==> src/logic/pattern_pkg.sv <==
`default_nettype none

package pattern_pkg;

    // Header field widths
    localparam int TOTAL_BITS_W = 16;
    localparam int PAT_COUNT_W  = 8;
    localparam int FILL_W       = 8;

    // Distance of each field's MSB from the header word's MSB
    localparam int TOTAL_MSB_OFFSET = 0;
    localparam int COUNT_MSB_OFFSET = TOTAL_MSB_OFFSET + TOTAL_BITS_W;
    localparam int FILL_MSB_OFFSET  = COUNT_MSB_OFFSET + PAT_COUNT_W;

    // Video colour, one byte per channel
    localparam int COLOR_W = 8;
    localparam logic [3*COLOR_W-1:0] COLOR_BLACK = 24'h000000;
    localparam logic [3*COLOR_W-1:0] COLOR_WHITE = 24'hffffff;

    typedef enum logic [2:0] {
        IDLE      = 3'd0,
        HEAD      = 3'd1,
        HEAD_WAIT = 3'd2,
        BODY      = 3'd3,
        BODY_WAIT = 3'd4
    } seq_state_t;

endpackage

`default_nettype wire

==> src/logic/bit_serializer.sv <==
`timescale 1ns/1ps
`default_nettype none

module bit_serializer
    import pattern_pkg::*;
#(
    parameter int WORD_BITS = 256,
    parameter int BITS_W    = $clog2(WORD_BITS + 1)
) (
    input  wire logic                 pixel_clk,
    input  wire logic                 pixel_rst_n,
    input  wire logic                 word_load,
    input  wire logic [WORD_BITS-1:0] body_word,
    input  wire logic [BITS_W-1:0]    body_bits,
    input  wire logic                 body_last,
    input  wire logic [FILL_W-1:0]    fill_factor,
    input  wire logic                 pixel_de,
    output logic                      word_room,
    output logic                      pat_bit,
    output logic                      bit_valid,
    output logic                      pattern_active
);

    // Active slot is shifted out, next slot waits behind it
    logic [WORD_BITS-1:0] act_word;
    logic [BITS_W-1:0]    act_bits;
    logic                 act_last;
    logic                 act_full;
    logic [WORD_BITS-1:0] nxt_word;
    logic [BITS_W-1:0]    nxt_bits;
    logic                 nxt_last;
    logic                 nxt_full;

    logic [BITS_W-1:0]    bit_idx;
    logic [FILL_W-1:0]    fill_cnt;

    logic consume;
    logic step_done;
    logic word_done;
    logic act_free;
    logic take_nxt;
    logic take_load;
    logic park_load;

    assign word_room = !nxt_full;
    assign bit_valid = pixel_de && act_full;
    assign pat_bit   = act_word[WORD_BITS - 1 - bit_idx];

    // A fill value of 0 or 1 gives one pixel per bit
    assign consume   = pixel_de && act_full;
    assign step_done = consume && (fill_factor <= FILL_W'(1) || fill_cnt == fill_factor - 1'b1);
    assign word_done = step_done && (bit_idx == act_bits - 1'b1);

    assign act_free  = !act_full || word_done;
    assign take_nxt  = act_free && nxt_full;
    assign take_load = act_free && !nxt_full && word_load;
    assign park_load = !act_free && word_load;

    always_ff @(posedge pixel_clk or negedge pixel_rst_n) begin
        if (!pixel_rst_n) begin
            act_full       <= 1'b0;
            nxt_full       <= 1'b0;
            bit_idx        <= '0;
            fill_cnt       <= '0;
            pattern_active <= 1'b0;
        end else begin
            if (word_done) begin
                bit_idx  <= '0;
                fill_cnt <= '0;
            end else if (step_done) begin
                bit_idx  <= bit_idx + 1'b1;
                fill_cnt <= '0;
            end else if (consume) begin
                fill_cnt <= fill_cnt + 1'b1;
            end

            if (take_nxt) begin
                act_full <= 1'b1;
                nxt_full <= 1'b0;
            end else if (take_load) begin
                act_full <= 1'b1;
            end else if (act_free) begin
                act_full <= 1'b0;
            end else if (park_load) begin
                nxt_full <= 1'b1;
            end

            // Stays up if another sequence is already queued
            if (word_done && act_last) begin
                pattern_active <= nxt_full || word_load;
            end else if (word_load) begin
                pattern_active <= 1'b1;
            end
        end
    end

    // Slot payload
    always_ff @(posedge pixel_clk) begin
        if (take_nxt) begin
            act_word <= nxt_word;
            act_bits <= nxt_bits;
            act_last <= nxt_last;
        end else if (take_load) begin
            act_word <= body_word;
            act_bits <= body_bits;
            act_last <= body_last;
        end
        if (park_load) begin
            nxt_word <= body_word;
            nxt_bits <= body_bits;
            nxt_last <= body_last;
        end
    end

    a_idx_in_word: assert property (@(posedge pixel_clk) disable iff (!pixel_rst_n)
        act_full |-> (bit_idx < act_bits));

    // Sequencer only pops while the next slot is free
    a_load_with_room: assert property (@(posedge pixel_clk) disable iff (!pixel_rst_n)
        word_load |-> word_room);

endmodule

`default_nettype wire

==> src/logic/pattern_fetch_send.sv <==
`timescale 1ns/1ps
`default_nettype none

module pattern_fetch_send
    import pattern_pkg::*;
#(
    parameter int WORD_BITS  = 256,
    parameter int FIFO_DEPTH = 16
) (
    input  wire logic                 pixel_clk,
    input  wire logic                 pixel_rst_n,
    input  wire logic                 word_wr,
    input  wire logic [WORD_BITS-1:0] word_data,
    output logic                      word_full,
    input  wire logic                 pixel_de,
    input  wire logic                 pixel_hs,
    input  wire logic                 pixel_vs,
    output logic                      gen_de,
    output logic                      gen_hs,
    output logic                      gen_vs,
    output logic [COLOR_W-1:0]        gen_r,
    output logic [COLOR_W-1:0]        gen_g,
    output logic [COLOR_W-1:0]        gen_b,
    output logic                      pattern_active
);

    localparam int BITS_W = $clog2(WORD_BITS + 1);

    logic                 fifo_rd;
    logic                 fifo_empty;
    logic [WORD_BITS-1:0] fifo_rd_data;
    logic                 word_room;
    logic                 word_load;
    logic [WORD_BITS-1:0] body_word;
    logic [BITS_W-1:0]    body_bits;
    logic                 body_last;
    logic [FILL_W-1:0]    fill_factor;
    logic                 pat_bit;
    logic                 bit_valid;

    pattern_word_fifo #(
        .WORD_BITS  (WORD_BITS),
        .FIFO_DEPTH (FIFO_DEPTH)
    ) i_fifo (
        .pixel_clk    (pixel_clk),
        .pixel_rst_n  (pixel_rst_n),
        .word_wr      (word_wr),
        .word_data    (word_data),
        .fifo_rd      (fifo_rd),
        .word_full    (word_full),
        .fifo_empty   (fifo_empty),
        .fifo_rd_data (fifo_rd_data)
    );

    pattern_sequencer #(
        .WORD_BITS (WORD_BITS),
        .BITS_W    (BITS_W)
    ) i_sequencer (
        .pixel_clk    (pixel_clk),
        .pixel_rst_n  (pixel_rst_n),
        .fifo_empty   (fifo_empty),
        .fifo_rd_data (fifo_rd_data),
        .word_room    (word_room),
        .fifo_rd      (fifo_rd),
        .word_load    (word_load),
        .body_word    (body_word),
        .body_bits    (body_bits),
        .body_last    (body_last),
        .fill_factor  (fill_factor)
    );

    bit_serializer #(
        .WORD_BITS (WORD_BITS),
        .BITS_W    (BITS_W)
    ) i_serializer (
        .pixel_clk      (pixel_clk),
        .pixel_rst_n    (pixel_rst_n),
        .word_load      (word_load),
        .body_word      (body_word),
        .body_bits      (body_bits),
        .body_last      (body_last),
        .fill_factor    (fill_factor),
        .pixel_de       (pixel_de),
        .word_room      (word_room),
        .pat_bit        (pat_bit),
        .bit_valid      (bit_valid),
        .pattern_active (pattern_active)
    );

    pixel_output i_output (
        .pixel_clk   (pixel_clk),
        .pixel_rst_n (pixel_rst_n),
        .pixel_de    (pixel_de),
        .pixel_hs    (pixel_hs),
        .pixel_vs    (pixel_vs),
        .pat_bit     (pat_bit),
        .bit_valid   (bit_valid),
        .gen_de      (gen_de),
        .gen_hs      (gen_hs),
        .gen_vs      (gen_vs),
        .gen_r       (gen_r),
        .gen_g       (gen_g),
        .gen_b       (gen_b)
    );

endmodule

`default_nettype wire

==> src/logic/pattern_sequencer.sv <==
`timescale 1ns/1ps
`default_nettype none

module pattern_sequencer
    import pattern_pkg::*;
#(
    parameter int WORD_BITS = 256,
    parameter int BITS_W    = $clog2(WORD_BITS + 1)
) (
    input  wire logic                 pixel_clk,
    input  wire logic                 pixel_rst_n,
    input  wire logic                 fifo_empty,
    input  wire logic [WORD_BITS-1:0] fifo_rd_data,
    input  wire logic                 word_room,
    output logic                      fifo_rd,
    output logic                      word_load,
    output logic [WORD_BITS-1:0]      body_word,
    output logic [BITS_W-1:0]         body_bits,
    output logic                      body_last,
    output logic [FILL_W-1:0]         fill_factor
);

    seq_state_t              state;
    logic [TOTAL_BITS_W-1:0] words_per_pat;
    logic [TOTAL_BITS_W-1:0] word_cnt;
    logic [BITS_W-1:0]       tail_bits;
    logic [PAT_COUNT_W-1:0]  pat_left;
    logic                    last_word;

    // Header fields as seen on the FIFO output
    logic [TOTAL_BITS_W-1:0] hdr_total;
    logic [PAT_COUNT_W-1:0]  hdr_count;
    logic [FILL_W-1:0]       hdr_fill;

    assign hdr_total = fifo_rd_data[WORD_BITS-1-TOTAL_MSB_OFFSET -: TOTAL_BITS_W];
    assign hdr_count = fifo_rd_data[WORD_BITS-1-COUNT_MSB_OFFSET -: PAT_COUNT_W];
    assign hdr_fill  = fifo_rd_data[WORD_BITS-1-FILL_MSB_OFFSET -: FILL_W];

    assign last_word = (word_cnt == words_per_pat - 1'b1);

    // Pop the header once, body words only while the serializer has room
    assign fifo_rd   = (state == HEAD) || (state == BODY && word_room && !fifo_empty);
    assign word_load = (state == BODY_WAIT);
    assign body_word = fifo_rd_data;
    assign body_bits = (last_word && tail_bits != '0) ? tail_bits : BITS_W'(WORD_BITS);
    assign body_last = last_word && (pat_left == PAT_COUNT_W'(1));

    always_ff @(posedge pixel_clk or negedge pixel_rst_n) begin
        if (!pixel_rst_n) begin
            state         <= IDLE;
            words_per_pat <= '0;
            word_cnt      <= '0;
            tail_bits     <= '0;
            pat_left      <= '0;
            fill_factor   <= '0;
        end else begin
            case (state)
                IDLE: begin
                    if (!fifo_empty) begin
                        state <= HEAD;
                    end
                end
                HEAD: begin
                    state <= HEAD_WAIT;
                end
                HEAD_WAIT: begin
                    words_per_pat <= TOTAL_BITS_W'((32'(hdr_total) + WORD_BITS - 1) / WORD_BITS);
                    tail_bits     <= BITS_W'(32'(hdr_total) % WORD_BITS);
                    pat_left      <= hdr_count;
                    fill_factor   <= hdr_fill;
                    word_cnt      <= '0;
                    // An empty sequence has nothing to fetch
                    if (hdr_total == '0 || hdr_count == '0) begin
                        state <= IDLE;
                    end else begin
                        state <= BODY;
                    end
                end
                BODY: begin
                    if (word_room && !fifo_empty) begin
                        state <= BODY_WAIT;
                    end
                end
                BODY_WAIT: begin
                    if (!last_word) begin
                        word_cnt <= word_cnt + 1'b1;
                        state    <= BODY;
                    end else if (pat_left == PAT_COUNT_W'(1)) begin
                        state <= IDLE;
                    end else begin
                        // Next pattern of the same header
                        pat_left <= pat_left - 1'b1;
                        word_cnt <= '0;
                        state    <= BODY;
                    end
                end
                default: begin
                    state <= IDLE;
                end
            endcase
        end
    end

    a_state_legal: assert property (@(posedge pixel_clk) disable iff (!pixel_rst_n)
        state inside {IDLE, HEAD, HEAD_WAIT, BODY, BODY_WAIT});

endmodule

`default_nettype wire

==> src/logic/pattern_word_fifo.sv <==
`timescale 1ns/1ps
`default_nettype none

module pattern_word_fifo #(
    parameter int WORD_BITS  = 256,
    parameter int FIFO_DEPTH = 16
) (
    input  wire logic                 pixel_clk,
    input  wire logic                 pixel_rst_n,
    input  wire logic                 word_wr,
    input  wire logic [WORD_BITS-1:0] word_data,
    input  wire logic                 fifo_rd,
    output logic                      word_full,
    output logic                      fifo_empty,
    output logic [WORD_BITS-1:0]      fifo_rd_data
);

    localparam int PTR_W = $clog2(FIFO_DEPTH);

    logic [WORD_BITS-1:0] mem [FIFO_DEPTH];
    logic [PTR_W-1:0]     wr_ptr;
    logic [PTR_W-1:0]     rd_ptr;
    logic [PTR_W:0]       count;
    logic                 wr_en;
    logic                 rd_en;

    assign word_full  = (count == (PTR_W + 1)'(FIFO_DEPTH));
    assign fifo_empty = (count == '0);
    assign wr_en      = word_wr && !word_full;
    assign rd_en      = fifo_rd && !fifo_empty;

    always_ff @(posedge pixel_clk or negedge pixel_rst_n) begin
        if (!pixel_rst_n) begin
            wr_ptr <= '0;
            rd_ptr <= '0;
            count  <= '0;
        end else begin
            if (wr_en) begin
                wr_ptr <= wr_ptr + 1'b1;
            end
            if (rd_en) begin
                rd_ptr <= rd_ptr + 1'b1;
            end
            // Simultaneous read and write leaves the level unchanged
            if (wr_en && !rd_en) begin
                count <= count + 1'b1;
            end else if (rd_en && !wr_en) begin
                count <= count - 1'b1;
            end
        end
    end

    // Storage and read register
    always_ff @(posedge pixel_clk) begin
        if (wr_en) begin
            mem[wr_ptr] <= word_data;
        end
        if (rd_en) begin
            fifo_rd_data <= mem[rd_ptr];
        end
    end

    // Writer has to honour the full level
    a_no_write_full: assert property (@(posedge pixel_clk) disable iff (!pixel_rst_n)
        word_wr |-> !word_full);

    // Sequencer may only pop a non-empty FIFO
    a_no_read_empty: assert property (@(posedge pixel_clk) disable iff (!pixel_rst_n)
        fifo_rd |-> !fifo_empty);

endmodule

`default_nettype wire

==> src/logic/pixel_output.sv <==
`timescale 1ns/1ps
`default_nettype none

module pixel_output
    import pattern_pkg::*;
(
    input  wire logic          pixel_clk,
    input  wire logic          pixel_rst_n,
    input  wire logic          pixel_de,
    input  wire logic          pixel_hs,
    input  wire logic          pixel_vs,
    input  wire logic          pat_bit,
    input  wire logic          bit_valid,
    output logic               gen_de,
    output logic               gen_hs,
    output logic               gen_vs,
    output logic [COLOR_W-1:0] gen_r,
    output logic [COLOR_W-1:0] gen_g,
    output logic [COLOR_W-1:0] gen_b
);

    always_ff @(posedge pixel_clk or negedge pixel_rst_n) begin
        if (!pixel_rst_n) begin
            gen_de                <= 1'b0;
            gen_hs                <= 1'b1;
            gen_vs                <= 1'b1;
            {gen_r, gen_g, gen_b} <= '0;
        end else begin
            gen_de <= pixel_de;
            gen_hs <= pixel_hs;
            gen_vs <= pixel_vs;
            // Black only for a real 1 bit, white everywhere else
            if (bit_valid && pat_bit) begin
                {gen_r, gen_g, gen_b} <= COLOR_BLACK;
            end else begin
                {gen_r, gen_g, gen_b} <= COLOR_WHITE;
            end
        end
    end

endmodule

`default_nettype wire

==> config.mk <==
export PLATFORM = sky130hd
export DESIGN_NAME = pattern_fetch_send
export DESIGN_NICKNAME = d
export VERILOG_FILES = /design/src/logic/pattern_pkg.sv /design/src/logic/bit_serializer.sv /design/src/logic/pattern_fetch_send.sv /design/src/logic/pattern_sequencer.sv /design/src/logic/pattern_word_fifo.sv /design/src/logic/pixel_output.sv
export SDC_FILE = /design/constraint.sdc
export NUM_CORES = 2
export LEC_CHECK = 0
export BUFFER_PORTS_ARGS = -buffer_cell sky130_fd_sc_hd__buf_2
export CORE_MARGIN = 8
export CORE_UTILIZATION = 35
export CTS_CLUSTER_DIAMETER = 150
export DETAILED_ROUTE_END_ITERATION = 6
export HOLD_SLACK_MARGIN = 0.1
export SYNTH_ARGS = -nofsm -noshare
export SYNTH_HDL_FRONTEND = slang
export SYNTH_SLANG_ARGS = --single-unit
==> constraint.sdc <==
create_clock -name pixel_clk -period 51 [get_ports pixel_clk]
set_input_delay 10.2 -clock pixel_clk [delete_from_list [all_inputs] [get_ports pixel_clk]]
set_output_delay 10.2 -clock pixel_clk [all_outputs]
set_load 0.01 [all_outputs]
== Word-level counts from Yosys, hierarchy flattened ==
Memories as Yosys holds them, arrays and structs flattened. A register that Yosys moved wholly into a read port is not among the register bits.
Cells that the tools add are included.

* Memories: 1
* Bits of input ports: 262
* Flip-flop bits (word level): 635
* Word-level logic and storage cells: 144
* Output and inout bits: 29
* Bits in writable memories: 4096

* $lt $le $gt $ge: 2
* Equal/unequal tests: 16
* Add/subtract/negate cells: 14
* Mux-type cells: 40
* Reductions and logical operators: 47

{| class="wikitable"
|+ Memories
! memory !! words !! bits a word !! rd ports !! clocked after Yosys merged registers in !! write ports !! line !! RTL
|-
| i_fifo.mem || 16 || 256 || 1 || 1 || 1 || pattern_word_fifo.sv:20 || <nowiki>logic [WORD_BITS-1:0] mem [FIFO_DEPTH];</nowiki>
|}

{| class="wikitable"
|+ Operator list
! kind !! number
|-
| $mux 256 || 2
|-
| $mux 8 || 6
|-
| $mux 9 || 5
|-
| $lt 32x9->1 const B || 1
|-
| $mux 16 || 2
|-
| $pmux 16 s2 || 1
|-
| $sub 24x1->24 const B || 1
|-
| $logic_and 1x1->1 || 18
|-
| $add 16x9->17 const B || 1
|-
| $add 16x1->16 const B || 1
|-
| $eq 16x16->1 || 1
|-
| $logic_not 16->1 || 1
|-
| $pmux 8 s2 || 1
|-
| $sub 16x1->16 const B || 1
|-
| $sub 8x1->8 const B || 2
|-
| $pmux 3 s5 || 1
|-
| $mux 1 || 14
|-
| $reduce_bool 2->1 || 6
|-
| $mux 5 || 2
|-
| $ne 2x2->1 const B || 5
|-
| $sub 8x9->10 const A || 1
|-
| $add 9x1->9 const B || 1
|-
| $eq 9x9->1 || 1
|-
| $mux 3 || 3
|-
| 25 further kinds || 41
|}

== Longest topological paths before layout ==
* Depth after elaboration: 12
* Depth in mapped cells: 12
* Mapped depth without buffers: 12

== Modules after synthesis ==
From an unflattened synthesis, not the netlist that was laid out.

* Cells, all modules: 9555
* Area total of the unflattened synthesis: 193891.0 sq um

{| class="wikitable"
|+ By module, submodules not included
! module !! sequential area each (sq um) !! cells an instance !! area each (sq um) !! times used
|-
| pattern_word_fifo || 131010.6 || 7682 || 164407.7 || 1
|-
| bit_serializer || 16475.8 || 1208 || 23985.5 || 1
|-
| pattern_sequencer || 1301.2 || 637 || 5218.8 || 1
|-
| pixel_output || 102.6 || 28 || 279.0 || 1
|}

== Worst setup path before layout ==
Ideal clock, no wire load.

* Kind: input port to flip-flop
* From: input pixel_de
* To: register i_serializer.nxt_bits[0], enable pin
* Path buffers: 3
* Setup slack: 20628 ps
* Stages on the path: 7
* Data arrival time: 29154 ps
* Setup time: 1218 ps
* Data required time: 49782 ps
* Cell sequence: and2_1 > clkbuf_1 > and2_0 > buf_2 > and2_1 > clkbuf_1 > nor3_1

* Longest elaborated chain between the ends: 6

{| class="wikitable"
|+ Ends and longest elaborated chain
! item !! line !! RTL
|-
| start: declaration || pattern_fetch_send.sv:15 || <nowiki>input wire logic pixel_de,</nowiki>
|-
| $logic_and 1x1->1 || bit_serializer.sv:50 || <nowiki>assign consume = pixel_de && act_full;</nowiki>
|-
| $logic_and 1x1->1 || bit_serializer.sv:51 || <nowiki>assign step_done = consume && (fill_factor <= FILL_W'(1) || fill_cnt == fill_factor - 1'b1);</nowiki>
|-
| $logic_and 1x1->1 || bit_serializer.sv:52 || <nowiki>assign word_done = step_done && (bit_idx == act_bits - 1'b1);</nowiki>
|-
| $logic_or 1x1->1 || bit_serializer.sv:54 || <nowiki>assign act_free = !act_full || word_done;</nowiki>
|-
| $logic_not 1->1 || bit_serializer.sv:57 || <nowiki>assign park_load = !act_free && word_load;</nowiki>
|-
| $logic_and 1x1->1 || bit_serializer.sv:57 ||
|-
| via i_serializer.park_load || bit_serializer.sv:43 || <nowiki>logic park_load;</nowiki>
|-
| end signal: assignment || bit_serializer.sv:110 || <nowiki>nxt_bits <= body_bits;</nowiki>
|-
| end: declaration || bit_serializer.sv:30 || <nowiki>logic [BITS_W-1:0] nxt_bits;</nowiki>
|}

The timed path passes the listed nets, and every way through them passes these cells.
A chain may end at the register's enable or synchronous reset.

== Final worst setup path ==
* From: input word_wr
* To: memory i_fifo.mem[15][149], enable pin

* Longest elaborated chain between the ends: 3

{| class="wikitable"
|+ Ends and longest elaborated chain
! item !! line !! RTL
|-
| start: declaration || pattern_fetch_send.sv:12 || <nowiki>input wire logic word_wr,</nowiki>
|-
| $logic_and 1x1->1 || pattern_word_fifo.sv:29 || <nowiki>assign wr_en = word_wr && !word_full;</nowiki>
|-
| $mux 1 || pattern_word_fifo.sv:55 || <nowiki>if (wr_en) begin</nowiki>
|-
| $mux 1 (not written as such) || pattern_word_fifo.sv:56 || <nowiki>mem[wr_ptr] <= word_data;</nowiki>
|-
| end: declaration || pattern_word_fifo.sv:20 ||
|}

No other way between the ends.

==> key figures <==
Clocking
  • Clock latency on the worst-skew pair: 1030 ps
  • CTS tree: built
  • CTS-repair resized insts: 0
  • Worst-path clk slew: about 60 ps
  • CTS Buffer Depth: 4
  • Clk Tree Root Cell: clkbuf_16
  • Postcts setup bufs: 0
  • Number of CTS-inserted buffers: just over 500
  • Num Clock Sinks: about 5000
  • Htree depth: 6
  • Hold buffer count at cts: 0

Detailed routing
  • Initial DRC count: 8397
  • Drt via density: about 5.2
  • Routed WL: about 440000 µm
  • Drt drc: 0
  • Routed Antenna Nets: 0
  • First-pass iteration count of the detailed router: 6
  • Vias: between 80000 and 90000
  • Wire per inst: around 28 µm

Worst setup path
  • RR Startpoint: i_fifo.rd_ptr[1]
  • CP required: 51650 ps
  • Crit path capture type: flop
  • Critical Path AT: 14710 ps
  • WS Path Type: in -> reg
  • Setup crit start kind: input pin
  • Worst-path fanout max: 49
  • Critical Path Source: word_wr

Layout
  • Commonest non-fill, non-tap cell in the layout: edfxtp_1
  • Nets@finish: around 8500
  • Most frequent cells in the layout: edfxtp_1, mux4_2, clkbuf_16, buf_2, mux2_2
  • Layout cells sized above 1: 0.317
  • Design area: around 210000 µm²
  • Layout Utilization: 0.401
  • Synth-to-Final Area Change: 14.2%

Timing
  • Slew of the pin with the lowest slew margin: approximately 1400 ps
  • Final Cycle Share: 0.276
  • Final Hold Vio Count: 0
  • Setup Skew: between 40 and 50 ps
  • Min Tclk post-route: ~14000 ps
  • Final setup fails: 0
  • Relative slew slack: 0.0603
  • Max Clock Freq: 71.1 MHz
  • Fin Hold WS: about 440 ps
  • Fin Setup TNS: 0 ps
  • RSZ-0062 raised after global routing: no
  • Max Slew Vio Count: 0

Floorplan
  • Die height: about 750 µm
  • Ports: 291
  • Area of the die: about 560000 µm²
  • Initial core utilization: 0.351
  • Row count: 269
  • Die W: between 700 and 800 µm
  • Core area: roughly 540000 µm²

Synth
  • Post-synthesis cell type count: between 70 and 80
  • Mapped Avg Cell Area: 24.6 µm²
  • Synth Warn #: 0
  • Post-Syn Nets: ~7900
  • Sequential fraction of the synthesis area: 0.792
  • Top_reg_cell synth: edfxtp_1
  • Flop and latch count out of synthesis: around 5000
  • Post-synthesis cell count: 7662
  • Main area contributors after synthesis: edfxtp_1, mux4_2, mux2_2
  • FFs w/ async S/R, synth: 0.0193
  • Yosys top cell area share: 0.779
  • Mapped Area: 188000 µm²
  • Cell accounting for the most synthesized area: edfxtp_1
  • Number of synthesized flops with an enable pin: ~4900

Hold path
  • Tightest Hold Check Type: reg -> reg
  • Hold Crit Start: i_fifo.fifo_rd_data[104]

Placed design
  • Placed cell areas: a little under 200000 µm²
  • DP HPWL: about 250000 µm
  • GP Congestion: around 0.77
  • Port bufs: 290

Global routing
  • First-pass GRT wire length: 638000 µm
  • Initial antenna violation count: ~190
  • Number of global-route vias before repair: 86300
  • Largest net degree at the start of global routing: ~170
  • Total GRT Usage: 0.154
  • GRT Residual Overflow: 0

Power
  • PwrDens: roughly 55 nW/µm²
  • VDD IR max: 0.0554 mV
  • Leak: between 60 and 70 nW

Run status
  • Status: finished, final reports clean

Job
  • Maxcap violations: 0
## power by group
| part | switching, mW | internal, mW |
|---|---|---|
| clock | 1.56 | 2.06 |
| sequential | 0.207 | 5.07 |
| combinational | 1.63 | 1.32 |
| total | 3.40 | 8.45 |
## layout make-up
cell class / instances / area, µm²
fill: 46100 / 321000
antenna: 38 / 95.1
multi-input combinational: 2268 / 37600
timing repair buffer: 461 / 2940
clock buffer: 657 / 13700
tap: 7181 / 8980
inverter: 19 / 71.3
sequential: 4980 / 149000
clock inverter: 265 / 2530
## flip-flops by register name (all words and copies together), names as in the netlist, 16 cells and up
signal / flops
i_fifo.mem: 4096
i_fifo.fifo_rd_data: 256
i_serializer.act_word: 256
i_serializer.nxt_word: 256
i_sequencer.word_cnt: 16
i_sequencer.words_per_pat: 16
## critical path, cell delays in order
cell	delay, ps
buf_2	80
nor2b_1	180
buf_4	220
nand2_1	290
nor2_4	670
buf_4	590
buf_4	720
buf_4	880
buf_4	660
## Yosys cell counts (34+ instances only)
master / n
nand2_1: 102
xor2_1: 42
clkbuf_1: 257
mux4_2: 1333
buf_1: 75
buf_2: 38
nor2_1: 69
mux2_1: 63
edfxtp_1: 4884
mux2_2: 209
xnor2_1: 34
dfrtp_1: 94
## routing by layer
metal  share of wire  GRT usage  vias up
met4           0.023     0.0320       82
met3           0.067     0.0320      813
met2            0.49      0.258     2725
met1            0.42      0.210    45300
li1                -          -    34200
met5          0.0011          0        -
## final timing paths
check	slack, ps	to	depth (start not counted)
worst max-delay path	36930	i_fifo.mem[15][149]	9
worst min-delay path	440	i_serializer.nxt_word[104]	0
worst max register to register	44820	i_fifo.fifo_rd_data[181]	6
worst min register to register	440	i_serializer.nxt_word[104]	0
max in group asynchronous	40380	i_serializer.bit_idx[0]	2
min in group asynchronous	9180	i_fifo.count[4]	1
## metrics by stage
step	worst slack (ps)	cells	total power, mW
floorplan	20630	7662	7.45
global placement	35960	14900	8.35
detailed placement	35920	14900	8.39
CTS	37040	15800	12.0
global route	36770	15800	12.3
finish	36930	15900	11.9
## cells by family after synthesis
group	share of synthesized area
AO/OA/AOI/OAI	0.00670
XOR/XNOR	0.00354
AND/OR/NAND/NOR	0.00969
flip-flops	0.792
multiplexers	0.177
adder cells (fa/ha/maj)	0.00150
buffers and inverters	0.00903
No activity file was read; power rests on OpenSTA's default activity.
